$ cat src/rdma_pkg.sv
// Field layout of the engine send-queue command and acknowledgement words
// Offsets are fixed by the engine and must match its build
// Only the four opcodes in rdma_opcode_e are accepted by the bridge
`default_nettype none

package rdma_pkg;

  // Request field widths
  localparam int OPCODE_BITS = 5;
  localparam int PID_BITS = 6;
  localparam int VFID_BITS = 4;

  // Queue pair number, vfid above pid, upper bits zero
  localparam int QPN_BITS = 24;

  // Real virtual address and the slot it travels in
  localparam int VADDR_BITS = 48;
  localparam int VADDR_SLOT_BITS = 64;

  // Transfer length in bytes
  localparam int LEN_BITS = 32;

  // Opcode sits at bit 0, qpn at bit 32 in both words
  localparam int QPN_OFFS = 32;

  // Flags right above the qpn
  localparam int HOST_OFFS = QPN_OFFS + QPN_BITS;
  localparam int LAST_OFFS = HOST_OFFS + 1;

  // Address slot, then length
  localparam int VADDR_OFFS = LAST_OFFS + 1;
  localparam int LEN_OFFS = VADDR_OFFS + VADDR_SLOT_BITS;

  // Flat word widths seen by the engine
  localparam int CMD_BITS = LEN_OFFS + LEN_BITS;
  localparam int ACK_BITS = 64;

  // Opcodes the engine supports
  // Anything else is dropped at decode
  typedef enum logic [OPCODE_BITS-1:0] {
    RDMA_READ  = 5'd0,
    RDMA_WRITE = 5'd1,
    RDMA_SEND  = 5'd2,
    RDMA_IMMED = 5'd3
  } rdma_opcode_e;

  // Occupancy of a single-entry pipeline register
  typedef enum logic {
    EMPTY = 1'b0,
    FULL  = 1'b1
  } stage_state_e;

endpackage

`default_nettype wire

$ cat src/rdma_sq_if.sv
// Decoded send-queue request between decode and command packing
// Valid/ready, data held stable by the source until the transfer
`default_nettype none

interface rdma_sq_if;
  import rdma_pkg::*;

  // Handshake
  logic valid;
  logic ready;

  // Decoded request
  rdma_opcode_e opcode;
  logic [QPN_BITS-1:0] qpn;
  logic [VADDR_BITS-1:0] vaddr;
  logic [LEN_BITS-1:0] len;
  logic host;
  logic last;

  // Decode side
  modport src (
    output valid, opcode, qpn, vaddr, len, host, last,
    input ready
  );

  // Packing side
  modport dst (
    input valid, opcode, qpn, vaddr, len, host, last,
    output ready
  );

endinterface

`default_nettype wire

$ cat src/sq_decode.sv
// Accepts one user request at a time, drops illegal opcodes
// Drop counter saturates at its maximum and only clears on reset
`default_nettype none

module sq_decode #(
  parameter int DROP_CNT_BITS = 16
) (
  input  wire logic                             nclk,
  input  wire logic                             arst_n,
  input  wire logic                             req_valid,
  output logic                                  req_ready,
  input  wire logic [rdma_pkg::OPCODE_BITS-1:0] req_opcode,
  input  wire logic [rdma_pkg::PID_BITS-1:0]    req_pid,
  input  wire logic [rdma_pkg::VFID_BITS-1:0]   req_vfid,
  input  wire logic [rdma_pkg::VADDR_BITS-1:0]  req_vaddr,
  input  wire logic [rdma_pkg::LEN_BITS-1:0]    req_len,
  input  wire logic                             req_host,
  input  wire logic                             req_last,
  rdma_sq_if.src                                sq,
  output logic [DROP_CNT_BITS-1:0]              drop_count
);
  import rdma_pkg::*;

  stage_state_e state_q;
  rdma_opcode_e req_op;
  logic op_legal;
  logic req_xfer;
  logic sq_xfer;
  rdma_opcode_e op_q;
  logic [QPN_BITS-1:0] qpn_q;
  logic [VADDR_BITS-1:0] vaddr_q;
  logic [LEN_BITS-1:0] len_q;
  logic host_q;
  logic last_q;
  logic [DROP_CNT_BITS-1:0] drop_q;

  // Opcode check against the enum
  always_comb begin
    req_op = rdma_opcode_e'(req_opcode);
    case (req_op)
      RDMA_READ, RDMA_WRITE, RDMA_SEND, RDMA_IMMED: op_legal = 1'b1;
      default: op_legal = 1'b0;
    endcase
  end

  // Stage frees up in the same cycle it drains
  assign sq_xfer = sq.valid && sq.ready;
  assign req_ready = (state_q == EMPTY) || sq_xfer;
  assign req_xfer = req_valid && req_ready;

  // Stage occupancy, only legal requests fill it
  always_ff @(posedge nclk or negedge arst_n) begin
    if (!arst_n) begin
      state_q <= EMPTY;
    end else if (req_xfer && op_legal) begin
      state_q <= FULL;
    end else if (sq_xfer) begin
      state_q <= EMPTY;
    end
  end

  // Request payload
  always_ff @(posedge nclk) begin
    if (req_xfer && op_legal) begin
      op_q <= req_op;
      qpn_q <= {{(QPN_BITS-VFID_BITS-PID_BITS){1'b0}}, req_vfid, req_pid};
      vaddr_q <= req_vaddr;
      len_q <= req_len;
      host_q <= req_host;
      last_q <= req_last;
    end
  end

  // Dropped request count, sticks at all ones
  always_ff @(posedge nclk or negedge arst_n) begin
    if (!arst_n) begin
      drop_q <= '0;
    end else if (req_xfer && !op_legal && (drop_q != {DROP_CNT_BITS{1'b1}})) begin
      drop_q <= drop_q + 1'b1;
    end
  end

  assign drop_count = drop_q;

  // Toward the packer
  assign sq.valid = (state_q == FULL);
  assign sq.opcode = op_q;
  assign sq.qpn = qpn_q;
  assign sq.vaddr = vaddr_q;
  assign sq.len = len_q;
  assign sq.host = host_q;
  assign sq.last = last_q;

  // Held request must not change while the packer stalls
  a_sq_stable: assert property (@(posedge nclk) disable iff (!arst_n)
    sq.valid && !sq.ready |=> sq.valid &&
      $stable({sq.opcode, sq.qpn, sq.vaddr, sq.len, sq.host, sq.last}));

endmodule

`default_nettype wire

$ cat src/sq_cmd_pack.sv
// Packs a decoded request into the flat engine command word
// Unused bits and the address slot padding are always zero
`default_nettype none

module sq_cmd_pack (
  input  wire logic                        nclk,
  input  wire logic                        arst_n,
  rdma_sq_if.dst                           sq,
  output logic                             cmd_valid,
  input  wire logic                        cmd_ready,
  output logic [rdma_pkg::CMD_BITS-1:0]    cmd_data
);
  import rdma_pkg::*;

  stage_state_e state_q;
  logic sq_xfer;
  logic cmd_xfer;
  logic [CMD_BITS-1:0] cmd_next;
  logic [CMD_BITS-1:0] cmd_q;

  // Word layout
  always_comb begin
    cmd_next = '0;
    cmd_next[0 +: OPCODE_BITS] = sq.opcode;
    cmd_next[QPN_OFFS +: QPN_BITS] = sq.qpn;
    cmd_next[HOST_OFFS] = sq.host;
    cmd_next[LAST_OFFS] = sq.last;
    // 48-bit address, zero upper part of the slot
    cmd_next[VADDR_OFFS +: VADDR_SLOT_BITS] =
      {{(VADDR_SLOT_BITS-VADDR_BITS){1'b0}}, sq.vaddr};
    cmd_next[LEN_OFFS +: LEN_BITS] = sq.len;
  end

  assign cmd_valid = (state_q == FULL);
  assign cmd_xfer = cmd_valid && cmd_ready;

  // Accept while empty or draining
  assign sq.ready = (state_q == EMPTY) || cmd_xfer;
  assign sq_xfer = sq.valid && sq.ready;

  // Output register occupancy
  always_ff @(posedge nclk or negedge arst_n) begin
    if (!arst_n) begin
      state_q <= EMPTY;
    end else if (sq_xfer) begin
      state_q <= FULL;
    end else if (cmd_xfer) begin
      state_q <= EMPTY;
    end
  end

  // Command word, held under back-pressure
  always_ff @(posedge nclk) begin
    if (sq_xfer) begin
      cmd_q <= cmd_next;
    end
  end

  assign cmd_data = cmd_q;

  // Engine side must see valid held until taken
  a_cmd_hold: assert property (@(posedge nclk) disable iff (!arst_n)
    cmd_valid && !cmd_ready |=> cmd_valid && $stable(cmd_data));

endmodule

`default_nettype wire

$ cat src/ack_unpack.sv
// Unpacks the engine acknowledgement word into completion fields
// Opcode is passed on unchecked, the engine only sends legal codes
`default_nettype none

module ack_unpack (
  input  wire logic                           nclk,
  input  wire logic                           arst_n,
  input  wire logic                           ack_valid,
  output logic                                ack_ready,
  input  wire logic [rdma_pkg::ACK_BITS-1:0]  ack_data,
  output logic                                cpl_valid,
  input  wire logic                           cpl_ready,
  output rdma_pkg::rdma_opcode_e              cpl_opcode,
  output logic [rdma_pkg::PID_BITS-1:0]       cpl_pid,
  output logic [rdma_pkg::VFID_BITS-1:0]      cpl_vfid,
  output logic                                cpl_host,
  output logic                                cpl_last
);
  import rdma_pkg::*;

  logic ack_xfer;
  logic cpl_xfer;

  assign cpl_xfer = cpl_valid && cpl_ready;
  // Take a new word when empty or being read
  assign ack_ready = !cpl_valid || cpl_ready;
  assign ack_xfer = ack_valid && ack_ready;

  // Completion valid
  always_ff @(posedge nclk or negedge arst_n) begin
    if (!arst_n) begin
      cpl_valid <= 1'b0;
    end else if (ack_xfer) begin
      cpl_valid <= 1'b1;
    end else if (cpl_xfer) begin
      cpl_valid <= 1'b0;
    end
  end

  // Field slices, pid low in the qpn and vfid above it
  always_ff @(posedge nclk) begin
    if (ack_xfer) begin
      cpl_opcode <= rdma_opcode_e'(ack_data[0 +: OPCODE_BITS]);
      cpl_pid <= ack_data[QPN_OFFS +: PID_BITS];
      cpl_vfid <= ack_data[QPN_OFFS+PID_BITS +: VFID_BITS];
      cpl_host <= ack_data[HOST_OFFS];
      cpl_last <= ack_data[LAST_OFFS];
    end
  end

  // Completion held until the user takes it
  a_cpl_hold: assert property (@(posedge nclk) disable iff (!arst_n)
    cpl_valid && !cpl_ready |=> cpl_valid);

endmodule

`default_nettype wire

$ cat src/rdma_cmd_bridge.sv
// Command bridge between a user send queue and the RoCE engine
// Request path is two stages deep, illegal opcodes are only counted
// Ack path is a single register stage
`default_nettype none

module rdma_cmd_bridge #(
  parameter int DROP_CNT_BITS = 16
) (
  input  wire logic                             nclk,
  input  wire logic                             arst_n,
  // User request
  input  wire logic                             req_valid,
  output logic                                  req_ready,
  input  wire logic [rdma_pkg::OPCODE_BITS-1:0] req_opcode,
  input  wire logic [rdma_pkg::PID_BITS-1:0]    req_pid,
  input  wire logic [rdma_pkg::VFID_BITS-1:0]   req_vfid,
  input  wire logic [rdma_pkg::VADDR_BITS-1:0]  req_vaddr,
  input  wire logic [rdma_pkg::LEN_BITS-1:0]    req_len,
  input  wire logic                             req_host,
  input  wire logic                             req_last,
  // Engine command
  output logic                                  cmd_valid,
  input  wire logic                             cmd_ready,
  output logic [rdma_pkg::CMD_BITS-1:0]         cmd_data,
  // Engine ack
  input  wire logic                             ack_valid,
  output logic                                  ack_ready,
  input  wire logic [rdma_pkg::ACK_BITS-1:0]    ack_data,
  // User completion
  output logic                                  cpl_valid,
  input  wire logic                             cpl_ready,
  output rdma_pkg::rdma_opcode_e                cpl_opcode,
  output logic [rdma_pkg::PID_BITS-1:0]         cpl_pid,
  output logic [rdma_pkg::VFID_BITS-1:0]        cpl_vfid,
  output logic                                  cpl_host,
  output logic                                  cpl_last,
  output logic [DROP_CNT_BITS-1:0]              drop_count
);

  // Decode to packing link
  rdma_sq_if sq_if ();

  sq_decode #(
    .DROP_CNT_BITS(DROP_CNT_BITS)
  ) u_sq_decode (
    .nclk(nclk), .arst_n(arst_n),
    .req_valid(req_valid), .req_ready(req_ready), .req_opcode(req_opcode),
    .req_pid(req_pid), .req_vfid(req_vfid), .req_vaddr(req_vaddr),
    .req_len(req_len), .req_host(req_host), .req_last(req_last),
    .sq(sq_if.src), .drop_count(drop_count)
  );

  sq_cmd_pack u_sq_cmd_pack (
    .nclk(nclk), .arst_n(arst_n), .sq(sq_if.dst),
    .cmd_valid(cmd_valid), .cmd_ready(cmd_ready), .cmd_data(cmd_data)
  );

  ack_unpack u_ack_unpack (
    .nclk(nclk), .arst_n(arst_n),
    .ack_valid(ack_valid), .ack_ready(ack_ready), .ack_data(ack_data),
    .cpl_valid(cpl_valid), .cpl_ready(cpl_ready), .cpl_opcode(cpl_opcode),
    .cpl_pid(cpl_pid), .cpl_vfid(cpl_vfid),
    .cpl_host(cpl_host), .cpl_last(cpl_last)
  );

endmodule

`default_nettype wire

$ cat config.mk
export PLATFORM = sky130hd
export DESIGN_NAME = rdma_cmd_bridge
export DESIGN_NICKNAME = d
export VERILOG_FILES = /design/src/rdma_pkg.sv /design/src/rdma_sq_if.sv /design/src/sq_decode.sv /design/src/sq_cmd_pack.sv /design/src/ack_unpack.sv /design/src/rdma_cmd_bridge.sv
export SDC_FILE = /design/constraint.sdc
export NUM_CORES = 1
export LEC_CHECK = 0
export ABC_AREA = 1
export BUFFER_PORTS_ARGS = -buffer_cell sky130_fd_sc_hd__buf_2
export CORE_UTILIZATION = 40
export CTS_BUF_LIST = sky130_fd_sc_hd__clkbuf_2
export DETAILED_ROUTE_END_ITERATION = 10
export MAX_ROUTING_LAYER = met4
export PLACE_DENSITY = 0.7
export SYNTH_ARGS = -nofsm -noshare
export SYNTH_HDL_FRONTEND = slang
export SYNTH_SLANG_ARGS = --single-unit
export TNS_END_PERCENT = 1
$ cat constraint.sdc
create_clock -name nclk -period 13.3 [get_ports nclk]
set_input_delay 0.665 -clock nclk [delete_from_list [all_inputs] [get_ports nclk]]
set_output_delay 0.665 -clock nclk [all_outputs]
set_load 0.03 [all_outputs]
==> results.ini <==
[routing]
post_drt_via_cell_ratio = 4.22
wl_um = 17200
wl_met1_um = 6590
drtIter0Drc = 176
vias = 4909
route.detailed.drc = 0
met3_length_um = 1390
detail_route.wl_per_cell_um = 14.8
ant_nets = 0
route.met2.wl_um = 8860
firstDrtPassIters = 4
topRoutingLayerUsed = met4

[logic_synthesis]
ys_warn_count = 0
synth.cells.most_frequent = edfxtp_1 (211), nand2_1 (73), buf_4 (57)
synth-edff-count = 211
synth_most_common_cell = edfxtp_1
yosysUniqueCellTypes = 21
syn_area_um2 = 7920
synthCells = 437
synth_area_per_cell_um2 = 18.1
ys_async_sr_fraction = 0.0826
synth_top_area_share = 0.800
seq_area_frac_synth = 0.860
synth_top_area_cell = edfxtp_1
synth-seq-cells = 230
synth_ff_type = edfxtp_1
synth_area_leaders = edfxtp_1 (80%), dfrtp_1 (6.0%), buf_4 (5.4%)

[sta]
tns_ns = 0
drv_slew = 0
worst_slew_pin_slew_ns = 1.12
fin_worst_skew_ns = 0.0750
finalCritPeriodShare = 0.206
rsz0062_at_grt = no
setup_viol = 0
hold_viol = 0
min_period_ns = 2.74
max_freq_mhz = 365
maxSlewHeadroom = 0.251

[worst_setup_path]
worstRegToRegCells = 4
worst_setup_path_end_kind = register
required_ns = 13.70
critical_path_class = reg -> reg
start_kind = register
crit_arrival_ns = 3.14
path_max_fanout = 66

[cts]
cts_buffers = 58
cts-hold-fix-buffers = 102
cts_tree = done
h-tree-depth = 2
cts_sinks = 230
cts.repair.resized = 0
clk_pin_slew_worst_paths_ns = 0.12
insertion_delay_ns = 0.79
postCtsSetupRepairBufs = 0
clock_path_buffers = 3
clockRootBuffer = clkbuf_2

[cells_and_area]
syn_to_final_growth_pct = 37.3
fin_cells = 1162
final_area_um2 = 10900
nFillCells = 1519
drive_gt1_frac = 0.390
final_nets = 1020
antenna_cells = 0

[floorplan]
start_util = 0.407
die_y_um = 143
die-area_um2 = 20400
ios = 358
die_x_um = 143
core_area_um2 = 19500
rows = 51

[placed_design]
dpl.hpwl_um = 10200
place.gp.congestion = 0.758
io_buffer_count = 253
placedCellCount = 954
dpl-instance-area_um2 = 9320

[power]
comb_power_share = 0.098
powerDensity_nw_per_um2 = 132
p_int_mw = 1.05
p_clk_frac = 0.325
p_sw_frac = 0.268
seq_power_share = 0.577
p_switching_mw = 0.383
p_leak_nw = 4.50
ir_drop_mv = 0.0863

[global_routing]
first_global_vias = 4916
grt_first_pass_wirelength_um = 25000
grt_max_degree = 89
track_usage = 0.169
grt-ovfl-total = 0
antenna_found_initial = 0

[job]
drv_cap = 0

[worst_hold_path]
worstHoldPathType = in -> reg
worstHoldPathCells = 1

[outcome]
status = finished, final reports clean

## power groups by stage
| stage | combinational (mW) | sequential [mW] | clock (mW) |
|---|---|---|---|
| 4_1_cts | 0.140 | 0.826 | 0.478 |
| 5_1_grt | 0.151 | 0.829 | 0.519 |
| 6_report | 0.140 | 0.826 | 0.465 |
| 2_1_floorplan | 0.0586 | 0.871 | 0 |
| 3_5_place_dp | 0.115 | 0.842 | 0 |
| 3_3_place_gp | 0.114 | 0.841 | 0 |
## routing by layer
metal | up-vias | track usage
li1 | 2314 | -
met1 | 2288 | 0.181
met2 | 277 | 0.296
met3 | 30 | 0.0476
met4 | 0 | 0.0651
met5 | - | -
## layout make-up
cell class,count,area [um2],area share
flip-flops and latches,230,6810,0.626
repair buffers,358,2310,0.213
multi-input cells,183,815,0.0749
clock buffers,82,410,0.0377
well taps,265,332,0.0305
clock inverters,23,120,0.0110
inverters,21,78.8,0.00725
## worst max-delay path, cell delays in order, from the launching register on
cell	delay, ns
dfrtp_1	0.45
nand3_1	0.15
nand2_1	0.14
nor2_4	0.74
buf_4	0.80
## worst paths after layout
path	endpoint	from	slack, ns
worst max register to register	u_sq_decode.sq.len[20]$_DFFE_PP_	u_sq_cmd_pack.cmd_valid$_DFFE_PN0P_	10.56
min in group asynchronous	u_sq_decode.drop_count[15]$_DFFE_PN0P_	arst_n	0.35
worst max-delay path	u_sq_decode.sq.len[20]$_DFFE_PP_	u_sq_cmd_pack.cmd_valid$_DFFE_PN0P_	10.56
worst min register to register	u_sq_cmd_pack.cmd_data[100]$_DFFE_PP_	u_sq_decode.sq.vaddr[42]$_DFFE_PP_	0.38
max in group asynchronous	u_sq_decode.drop_count[12]$_DFFE_PN0P_	arst_n	12.59
worst min-delay path	u_sq_decode.sq.vaddr[30]$_DFFE_PP_	req_vaddr[30]	0.08
## metrics by stage
step | hold WS, ns | util | power [mW] | setup slack [ns]
floorplan | 0.369 | - | 0.929 | 7.33
global placement | 0.400 | 0.479 | 0.955 | 10.19
detailed placement | 0.405 | 0.479 | 0.957 | 10.16
CTS | 0.00304 | 0.558 | 1.44 | 10.46
global route | 0.00521 | 0.559 | 1.50 | 10.28
finish | 0.0841 | 0.559 | 1.43 | 10.56
## layout by cell type (no fill, tap or decap)
cell	instances
nor2_1	17
edfxtp_1	211
nand4_1	6
nand2_2	1
a21oi_2	1
clkinv_1	20
a21oi_4	1
clkinv_2	2
nand3_1	9
ha_1	1
o21ai_4	1
o21ai_0	5
nand2_1	73
inv_2	1
dfrtp_1	19
xnor2_1	6
nor2_2	2
inv_1	19
inv_6	1
conb_1	57
buf_2	253
buf_4	2
xor2_1	1
nor2_4	1
dlygate4sd3_1	103
clkbuf_2	82
bufinv_16	1
nand3_2	1
## flip-flops by register name, summed over array words and instances (netlist names)
name / flops
u_sq_cmd_pack.cmd_valid: 1
u_sq_decode.sq.qpn: 10
u_ack_unpack.cpl_opcode: 5
u_sq_decode.drop_count: 16
u_sq_cmd_pack.cmd_data: 97
u_sq_decode.sq.opcode: 5
u_sq_decode.sq.valid: 1
u_ack_unpack.cpl_pid: 6
u_ack_unpack.cpl_host: 1
u_sq_decode.sq.last: 1
u_sq_decode.sq.host: 1
u_ack_unpack.cpl_vfid: 4
u_sq_decode.sq.vaddr: 48
u_sq_decode.sq.len: 32
u_ack_unpack.cpl_valid: 1
u_ack_unpack.cpl_last: 1
## kinds of logic after synthesis
group                      share of synthesized area
and+or+nand+nor                               0.0572
xor gates and xnor gates                     0.00774
other                                       0.000473
AOI/OAI and AO/OA                            0.00648
adders and majority gates                    0.00158
buffers and inverters                         0.0668
DFF                                            0.860
Note: power is estimated with default switching activity, not from simulation.
